--- src/hdl/connectedCount_config.svh ---
`ifndef CONNECTEDCOUNT_CONFIG_SVH
`define CONNECTEDCOUNT_CONFIG_SVH

// Vertices per graph
`define CC_VERTICES 8

// Ring slots, also the fixed latency in non-frozen cycles
`define CC_RING_DEPTH 64

// Parallel counter cores
`define CC_CORES 4

// Job FIFO entries
`define CC_FIFO_DEPTH 8

// Free entries left when almostFull rises
`define CC_ALMOST_FULL_MARGIN 3

// Caller tag width
`define CC_TAG_WIDTH 8

`endif

--- src/hdl/ccPkg.sv ---
`include "connectedCount_config.svh"

package ccPkg;

    // Upper triangle of the adjacency matrix, row by row
    // Bit 0 is edge (0,1), bit 1 is (0,2), the top bit is (6,7)
    typedef logic [`CC_VERTICES * (`CC_VERTICES - 1) / 2 - 1:0] graph_t;

    // Component count, 1 up to CC_VERTICES
    typedef logic [$clog2(`CC_VERTICES + 1) - 1:0] count_t;

    // Ring index
    typedef logic [$clog2(`CC_RING_DEPTH) - 1:0] slot_t;

    // Opaque caller tag, returned with the result
    typedef logic [`CC_TAG_WIDTH - 1:0] tag_t;

    // Work item for a counter core
    // The slot says where the count goes in the count memory
    typedef struct packed {
        graph_t graph;
        slot_t  slot;
    } job_t;

endpackage

--- src/hdl/slotRing.sv ---
`include "connectedCount_config.svh"

module slotRing (
    input  logic           clk,
    input  logic           rstN,
    input  logic           inValid,
    input  ccPkg::graph_t  graphIn,
    input  ccPkg::tag_t    tagIn,
    input  logic           freeze,
    output logic           jobValid,
    output ccPkg::job_t    job,
    output ccPkg::slot_t   readSlot,
    output logic           readEnable,
    output logic           resultValid,
    output ccPkg::tag_t    resultTag
);
    import ccPkg::*;

    slot_t                     curSlot;
    logic [`CC_RING_DEPTH-1:0] slotValid;
    tag_t                      tagMem [`CC_RING_DEPTH];

    // Slot advances on every non-frozen cycle
    // Old entry goes to the output stage, new entry takes its place
    always_ff @(posedge clk or negedge rstN) begin
        if (!rstN) begin
            curSlot     <= '0;
            slotValid   <= '0;
            resultValid <= 1'b0;
        end else if (freeze) begin
            resultValid <= 1'b0;
        end else begin
            curSlot            <= curSlot + 1'b1;
            slotValid[curSlot] <= inValid;
            resultValid        <= slotValid[curSlot];
        end
    end

    always_ff @(posedge clk) begin
        if (!freeze) begin
            tagMem[curSlot] <= tagIn;
            resultTag       <= tagMem[curSlot];
        end
    end

    // Jobs leave in the acceptance cycle, tagged with their slot
    assign jobValid  = inValid && !freeze;
    assign job.graph = graphIn;
    assign job.slot  = curSlot;

    // Count memory is read in step with the output stage above
    assign readSlot   = curSlot;
    assign readEnable = !freeze;

    // Source must stay quiet while the ring is held
    noInputWhileFrozen: assert property (
        @(posedge clk) disable iff (!rstN) freeze |-> !inValid
    ) else $error("slotRing: inValid high during freeze");

endmodule

--- config.mk ---
export PLATFORM = sky130hd
export DESIGN_NAME = slotRing
export DESIGN_NICKNAME = d
export VERILOG_FILES = /design/src/hdl/ccPkg.sv /design/src/hdl/slotRing.sv
export VERILOG_INCLUDE_DIRS = /design/src /design/src/hdl
export SDC_FILE = /design/constraint.sdc
export NUM_CORES = 1
export LEC_CHECK = 0
export ABC_AREA = 1
export BUFFER_PORTS_ARGS = -buffer_cell sky130_fd_sc_hd__clkbuf_2
export CAP_MARGIN = 20
export CORE_MARGIN = 4
export CORE_UTILIZATION = 36
export CTS_BUF_LIST = sky130_fd_sc_hd__clkbuf_4 sky130_fd_sc_hd__clkbuf_8
export CTS_CLUSTER_DIAMETER = 30
export DETAILED_ROUTE_END_ITERATION = 12
export PLACE_DENSITY_LB_ADDON = 0.12
export SYNTH_ARGS = -nofsm -noshare
export SYNTH_HDL_FRONTEND = slang
export SYNTH_SLANG_ARGS = --single-unit
--- constraint.sdc ---
create_clock -name clk -period 2.15 [get_ports clk]
set_input_delay 0.43 -clock clk [delete_from_list [all_inputs] [get_ports clk]]
set_output_delay 0.43 -clock clk [all_outputs]
set_load 0.05 [all_outputs]
# After elaboration in Yosys (flattened, before gate mapping)
# Memory sizes are Yosys's and may differ from the RTL's. A register that Yosys moved wholly into a read port is not among the register bits.
# Index checks and enable logic that the tools add are counted.
# Widths: inputs -> output; s select.
# classes
muxes	7
magnitude_cmp	2
reduce_logical	4
addsub	1
# op_table
op	count
$bwmux 64	1
$lt 6x7->1 const B	1
$add 6x1->6 const B	1
$bmux 1 s6	1
$demux 1 s6	1
$ge 6x1->1 const B	1
$mux 1	4
$logic_and 1x1->1	2
$logic_not 1->1	2
# totals
ff_bits	71
memories	1
inputBits	40
ramBits	512
word_cells	18
out_inout_bits	51
# mem_list
memory	words	width	rd	rd_clocked_by_memory_dff	write_ports	line	text
tagMem	64	8	1	1	1	slotRing.sv:21	tag_t tagMem [`CC_RING_DEPTH];

# Longest topological paths before layout
# Gate-level depths: netlist of run 1.
# depth
ltp_word	5
mapped_depth	13
ltp_nobuf	12

# Worst setup path before layout of run 1
# Ideal clock, no wire load.
# synth_path
path_type	register to register
startpoint	register curSlot[2] (netlist: readSlot[2])
endpoint	memory tagMem[31][0] (netlist name), enable pin
period_less_slack_ns	2.366
required_time_ns	1.775
arrival_time_ns	1.991
n_path_buf	1
path_stages_with_launch	8
slack_ns	-0.216
setup_time_ns	0.375
path_cell_list	dfrtp_1 > buf_2 > nand2_2 > inv_2 > nand2_1 > nor2_2 > nand3_1 > nor2_1
# synth_lines
element	line	text
start: declaration	slotRing.sv:19	slot_t curSlot;
start signal: assignment	slotRing.sv:33	curSlot <= curSlot + 1'b1;
end: declaration	slotRing.sv:21	
# Straight into the memory's write port.

==> results of run 1 <==
==> cells in the final DEF, fill, tap and decap left out, types with 4 or more instances in the layout <==
| cell type | instances |
|---|---|
| nand2_1 | 987 |
| edfxtp_1 | 520 |
| a21oi_1 | 166 |
| clkbuf_8 | 145 |
| buf_4 | 139 |
| o21ai_0 | 120 |
| nor2_1 | 88 |
| inv_1 | 80 |
| dfrtp_1 | 66 |
| buf_12 | 52 |
| o21ai_1 | 46 |
| nor2_2 | 32 |
| nand3_1 | 30 |
| clkinv_2 | 30 |
| nand2_2 | 29 |
| clkbuf_4 | 27 |
| clkbuf_2 | 25 |
| clkinv_1 | 22 |
| clkinvlp_4 | 18 |
| bufinv_16 | 18 |
| clkbuf_16 | 13 |
| inv_2 | 10 |
| buf_6 | 8 |
| buf_16 | 6 |
| nor2_4 | 5 |
| o21ai_2 | 5 |
| nand2_4 | 5 |
| or2_2 | 4 |
| o211ai_1 | 4 |
| a21oi_2 | 4 |
| xor2_1 | 4 |
| bufbuf_16 | 4 |
==> cells in the mapped netlist (6+ instances only) <==
cell type,n
a21oi_1,170
buf_1,11
buf_2,53
buf_4,40
clkbuf_1,48
dfrtp_1,71
edfxtp_1,520
inv_1,93
inv_2,6
nand2_1,1020
nand3_1,30
nor2_1,119
nor2_2,6
o21ai_0,171
==> cell families (layout without fill, tap and decap cells) <==
| kind of cell | after synthesis | count (layout) | synth area share (%) |
|---|---|---|---|
| simple gates | 1187 | 1187 | 18.28 |
| flops | 591 | 591 | 69.84 |
| compound gates | 347 | 347 | 7.024 |
| buf+inv | 252 | 609 | 4.667 |
| xor+xnor | 4 | 4 | 0.1407 |
| fa+ha+maj | 1 | 1 | 0.05023 |
| other cells | 0 | 1 | 0 |
==> registers in the layout (all words and copies together) (netlist names) <==
signal       cells
readSlot         6
tagMem         512
resultValid      1
slotValid       64
resultTag        8
==> routing by layer <==
| layer | vias up | GRT usage (%) | part of all wire [%] |
|---|---|---|---|
| met5 | - | 0 | 0 |
| met4 | 0 | 6.191 | 1.9 |
| met3 | 111 | 4.585 | 5.7 |
| met2 | 552 | 30.97 | 46 |
| met1 | 8799 | 28.36 | 47 |
| li1 | 8456 | - | - |
==> how the worst min path moves through the flow <==
| stage | end | depth (start not counted) | slack [ns] |
|---|---|---|---|
| 3_5_place_dp | slotValid[41] | 1 | 0.45 |
| 5_1_grt | tagMem[46][4] | 2 | 0.14 |
| 3_3_place_gp | slotValid[42] | 1 | 0.44 |
| 6_report | tagMem[43][1] | 2 | 0.16 |
| 4_1_cts | tagMem[47][3] | 2 | 0.11 |
| 2_1_floorplan | readSlot[0] | 0 | 0.13 |
==> stage by stage <==
step | setup WS [ns] | power (mW) | cells | instance area (sq um) | hold slack, ns
final | -0.07714 | 38.88 | 3671 | 31680 | 0.1560
after global routing | -0.1236 | 40.73 | 3671 | 31680 | 0.1398
after CTS | -0.1425 | 38.53 | 3644 | 31030 | 0.1057
after detailed placement | -0.2712 | 23.44 | 3374 | 27520 | 0.4492
after global placement | -0.2639 | 23.43 | 3374 | 27520 | 0.4430
after floorplan | -0.1167 | 19.32 | 2382 | 24950 | 0.1344
==> power groups by stage <==
| stage | clock, mW | sequential [mW] | combinational, mW |
|---|---|---|---|
| 2_1_floorplan | 0 | 14.4 | 4.94 |
| 3_3_place_gp | 0 | 14.1 | 9.36 |
| 3_5_place_dp | 0 | 14.1 | 9.36 |
| 4_1_cts | 14.5 | 13.9 | 10.1 |
| 5_1_grt | 15.2 | 13.9 | 11.7 |
| 6_report | 14.2 | 13.9 | 10.8 |
==> worst max-delay path, stage by stage, from the launching register on <==
cell and delay, ns:
dfrtp_4 0.46, buf_12 0.14, clkinv_16 0.07, buf_12 0.15, buf_16 0.15, buf_8 0.12, nand2_2 0.05, a21oi_2 0.05
o21ai_1 0.18, nand2_1 0.12, nand2_1 0.11, nand2_2 0.12, nor2_2 0.15, nand2_1 0.08
==> final cells by class <==
class,count,area (sq um),area share [%]
flip-flops and latches,591,17400,54.93
multi-input cells,1539,6600,20.83
repair buffers,254,3010,9.503
clock buffers,169,2163,6.829
well taps,931,1165,3.677
clock inverters,85,894.6,2.824
inverters,100,429.2,1.355
repair inverters,1,11.26,0.03555
diodes,1,2.502,0.007899
==> repair_timing <==
action | CTS | global route
setup buffers | 11 | 14
hold buffers | 1 | 0
hold endpoints to repair | 31 | 0
gates resized for setup | 77 | 103
pin swaps | 2 | 37
cloned | 4 | 12
endpoints found under the setup margin | 125 | 86
==> metrics.txt, run 1 <==
status=finished, violations left; failing checks=negative setup slack; CTS tree=done; port bufs=34; synthesized area=0.02490 sq mm; CTS Buf Count=138; Period Utilization, post-route=103.6%; r2r endpoint=resultTag[5]; Final Wtd Congestion=0.7989; row cnt=96; P_leak=12.64 nW; Seq pwr share=35.7%; worst vdd ir=0.6798 mV; Synth Warn #=0; Pre-antenna DRT Iters=5; Setup TNS=-0.2001 ns; Post-synth top flop=edfxtp_1; DR DRC count=0; # clock sinks=591; asr flop ratio synth=12.01%; Die Wd=271.0 um; vias in the first global route=17482; Max Freq=0.4490 GHz; Worst-Margin Slew=0.5819 ns; Yosys top cell by area=edfxtp_1; sw frac=33.20%; internal reg-to-reg setup slack=-0.08 ns; gr ovfl total=0; Vias=17918; Mapped Cells=2382; Final Max Tran Viols=0; Hold Startpoint=tagIn[1]; Setup crit end=resultTag[5]; Register-to-Register Path Depth=13; startpoint types=register; PnR worst setup slack=-0.07714 ns; CTS clk-pin slew, worst paths=0.06 ns; WL final=77280 um; Clock Tree Buf Depth=3; Worst slew margin=61.21%; #FFs+latches synth=591; crit path time final=2.227 ns; drt wl/cell=21.05 um; initial antenna violation count=1; top fanout value on the critical path=8; Internal Power=25.97 mW; sequential cell area fraction in the yosys report=69.84%; Area growth, synth to finish=27.21%; gr usage total=20.06%; R2R Path Start=readSlot[0]; combinational power share=27.8%; Util after Layout=46.19%; Crit Path Category=register to register; Core ar.=0.06859 sq mm; pwr/cell area=1227 mW/mm^2; HPWL Detailed=43350 um; Unique masters post-synth=26; clock insertion delay at the later pin of the skew report=0.77 ns; clock skew=0.03112 ns; max_cap viols=0; RSZ-0062 raised after global routing=yes; # nets final=2666; Net Switching=12.91 mW; layout cells sized above 1=21.80%; Worst Setup SP=readSlot[0]; Filler Cell Count=6458; Clk pwr share=36.6%; final setup violation count=9; Fin. Hold Viols=0; EDFF count, synth=520; Hold/Removal Path Class=input port to register; largest net degree at the start of global routing=75; Post-Syn Nets=2423; die area=0.07345 sq mm; Vias/cell=4.881; largest cells by area after synthesis=edfxtp_1 (63%), nand2_1 (15%), dfrtp_1 (7.1%), o21ai_0 (3.4%), a21oi_1 (3.4%); Starting Density=36.31%; I/O pins=91; Synth top area share=62.70%; DRT iter0 DRCs=1660; CTS Root Cell=clkbuf_8; Die Ht=271.0 um; CP Capture Type=register; first-pass GRT wire length=110400 um; Final ANT Viol Nets=0; H-Tree Depth=4; WP data required=2.66 ns; Mapped Avg Cell Area=10.46 sq um; Worst Path Arrival=2.74 ns
Power figures use the tool's default switching activity.
==> run 2, diff against run 1 <==
Settings changed: RECOVER_POWER from default to 100.
==> run 2 against run 1 <==
  * The flow finishes with violations (max-capacitance violations, max-slew violations, negative setup slack)
  * Clock skew increased by 0.0012 ns
  * Fmax is 0.56% higher
  * Critical path type unchanged
  * Critical endpoint unchanged
  * Die area unchanged
  * Routed wire length up 0.15%
==> metrics.txt, run 2 (synthesized netlist as in run 1, its figures left out) <==
status=finished, violations left (unchanged); failing checks=max-capacitance violations, max-slew violations, negative setup slack (was negative setup slack); gr ovfl total=0 (unchanged); Die Wd=271.0 um (unchanged); gr usage total=20.06% (unchanged); Final Max Tran Viols=455 (was 0); CP Cell Sequence=buf_12 -> clkinv_16 -> buf_12 -> buf_16 -> buf_8 -> nand2_2 -> a21oi_2 -> o21ai_1 -> nand2_1 -> nand2_1 -> nand2_2 -> nor2_2 -> nand2_1 (unchanged); worst vdd ir=0.6798 mV (about the same); most frequent cells in the layout=nand2_1 (987), edfxtp_1 (520), a21oi_1 (166) (unchanged); placed cell area=0.02752 sq mm (unchanged); cell family contributing the most delay on the critical path=buffers and inverters (unchanged); HPWL Detailed=43350 um (unchanged); Final ANT Viol Nets=0 (unchanged); crit path time final=2.215 ns (was 2.227 ns); final setup violation count=10 (was 9); Max stage delay cell, worst path=dfrtp_4 (unchanged); Top reg by flops=tagMem (unchanged); Setup TNS=-0.1839 ns (was -0.2001 ns); Period Utilization, post-route=103.0% (was 103.6%); Area growth, synth to finish=26.66% (was 27.21%); Clock Tree Buf Depth=3 (unchanged); RSZ-0062 raised after global routing=yes (unchanged); Largest regs=tagMem x512, slotValid x64, resultTag x8 (unchanged); Max Freq=0.4515 GHz (was 0.4490 GHz); commonest non-fill, non-tap cell in the layout=nand2_1 (unchanged); Worst slew margin=-21.28% (was 61.21%); CP max stage delay=0.46 ns (about the same); Vias=18011 (was 17918); Starting Density=36.31% (unchanged); Util after Layout=45.99% (was 46.19%); Final Wtd Congestion=0.7989 (unchanged); CTS Buf Count=138 (unchanged); Vias/cell=4.906 (was 4.881); Pre-antenna DRT Iters=5 (unchanged); vias in the first global route=17482 (unchanged); largest net degree at the start of global routing=75 (unchanged); drt wl/cell=21.08 um (was 21.05 um); # nets final=2666 (unchanged); Hold Slack=0.3406 ns (was 0.1560 ns); die area=0.07345 sq mm (unchanged); P_leak=12.58 nW (was 12.64 nW); port bufs=34 (unchanged); DR DRC count=0 (unchanged); Filler Cell Count=6471 (was 6458); CP Capture Type=register (unchanged); max FFs per register=512 (unchanged); pwr/cell area=1233 mW/mm^2 (was 1227 mW/mm^2); pre-CTS WS=-0.2712 ns (unchanged); H-Tree Depth=4 (unchanged); startpoint types=register (unchanged); WP data required=2.67 ns (was 2.66 ns); WL final=77400 um (was 77280 um); final instance area=0.03154 sq mm (was 0.03168 sq mm); top fanout value on the critical path=8 (unchanged); Hold/Removal Path Class=input port to register (unchanged); Core ar.=0.06859 sq mm (unchanged); clock skew=0.03235 ns (was 0.03112 ns); PnR worst setup slack=-0.06468 ns (was -0.07714 ns); Worst Path Buf+Inv=5 (unchanged); initial antenna violation count=1 (unchanged); first-pass GRT wire length=110400 um (unchanged); I/O pins=91 (unchanged); Fin. Hold Viols=0 (unchanged); DRT iter0 DRCs=1639 (was 1660); cell mode on critical path=nand2_1 (unchanged); clock insertion delay at the later pin of the skew report=0.78 ns (was 0.77 ns); # clock sinks=591 (unchanged); max_cap viols=7 (was 0); Crit Path Category=register to register (unchanged); Die Ht=271.0 um (unchanged); CTS clk-pin slew, worst paths=0.06 ns (about the same); CTS Root Cell=clkbuf_8 (unchanged); CTS tree=done (unchanged); row cnt=96 (unchanged); layout cells sized above 1=21.65% (was 21.80%); Worst-Margin Slew=1.819 ns (was 0.5819 ns); Worst Path Arrival=2.74 ns (about the same)
-- run 2: layout make-up --
type	count	area, sq um	area share (%)
clock inverters	85	894.6	2.836
repair inverters	1	11.26	0.03570
diodes	1	2.502	0.007933
clock buffers	169	2163	6.858
well taps	931	1165	3.693
multi-input cells	1539	6600	20.92
repair buffers	254	2875	9.115
inverters	100	429.2	1.361
flip-flops and latches	591	17400	55.17
-- run 2: worst paths after layout --
kind / end / slack [ns] / depth (start not counted) / start
worst max-delay path: resultTag[5] / -0.06 / 13 / readSlot[0]
worst min-delay path: slotValid[46] / 0.34 / 4 / inValid
worst max register to register: resultTag[5] / -0.06 / 13 / readSlot[0]
worst min register to register: slotValid[26] / 0.49 / 2 / slotValid[26]
max in group asynchronous: slotValid[7] / 0.55 / 3 / rstN
min in group asynchronous: slotValid[41] / 0.39 / 2 / rstN
-- run 2: per-layer routing --
metal / vias to the layer above / part of all wire (%) / global-route usage [%]
li1: 8461 / - / -
met1: 8886 / 47 / 28.36
met2: 551 / 46 / 30.97
met3: 113 / 5.5 / 4.585
met4: 0 / 1.8 / 6.191
met5: - / 0 / 0
-- run 2: report_power, final --
group / leakage [nW] / internal (mW) / switching (mW)
Combinational: 5.49 / 3.64 / 7.13
Clock: 1.57 / 8.84 / 5.40
Sequential: 5.51 / 13.5 / 0.403
Total: 12.6 / 26.0 / 12.9
-- run 2: what timing repair did --
| action | in CTS | in global routing |
|---|---|---|
| pin swaps | 2 | 37 |
| endpoints found under the hold margin | 31 | 0 |
| hold buffers | 1 | 0 |
| setup buffers | 11 | 14 |
| endpoints found under the setup margin | 125 | 86 |
| gates cloned | 4 | 12 |
| gates resized for setup | 77 | 103 |
-- run 2: tightest hold or removal path, cell delays in order --
cell	delay, ns
clkbuf_2	0.15
inv_1	0.10
buf_4	0.23
a21oi_1	0.15
-- run 2: per-stage QoR --
step	total power, mW	instances
after CTS	38.53	3644
after global placement	23.43	3374
after floorplan	19.32	2382
final	38.89	3671
after detailed placement	23.44	3374
after global routing	40.72	3671
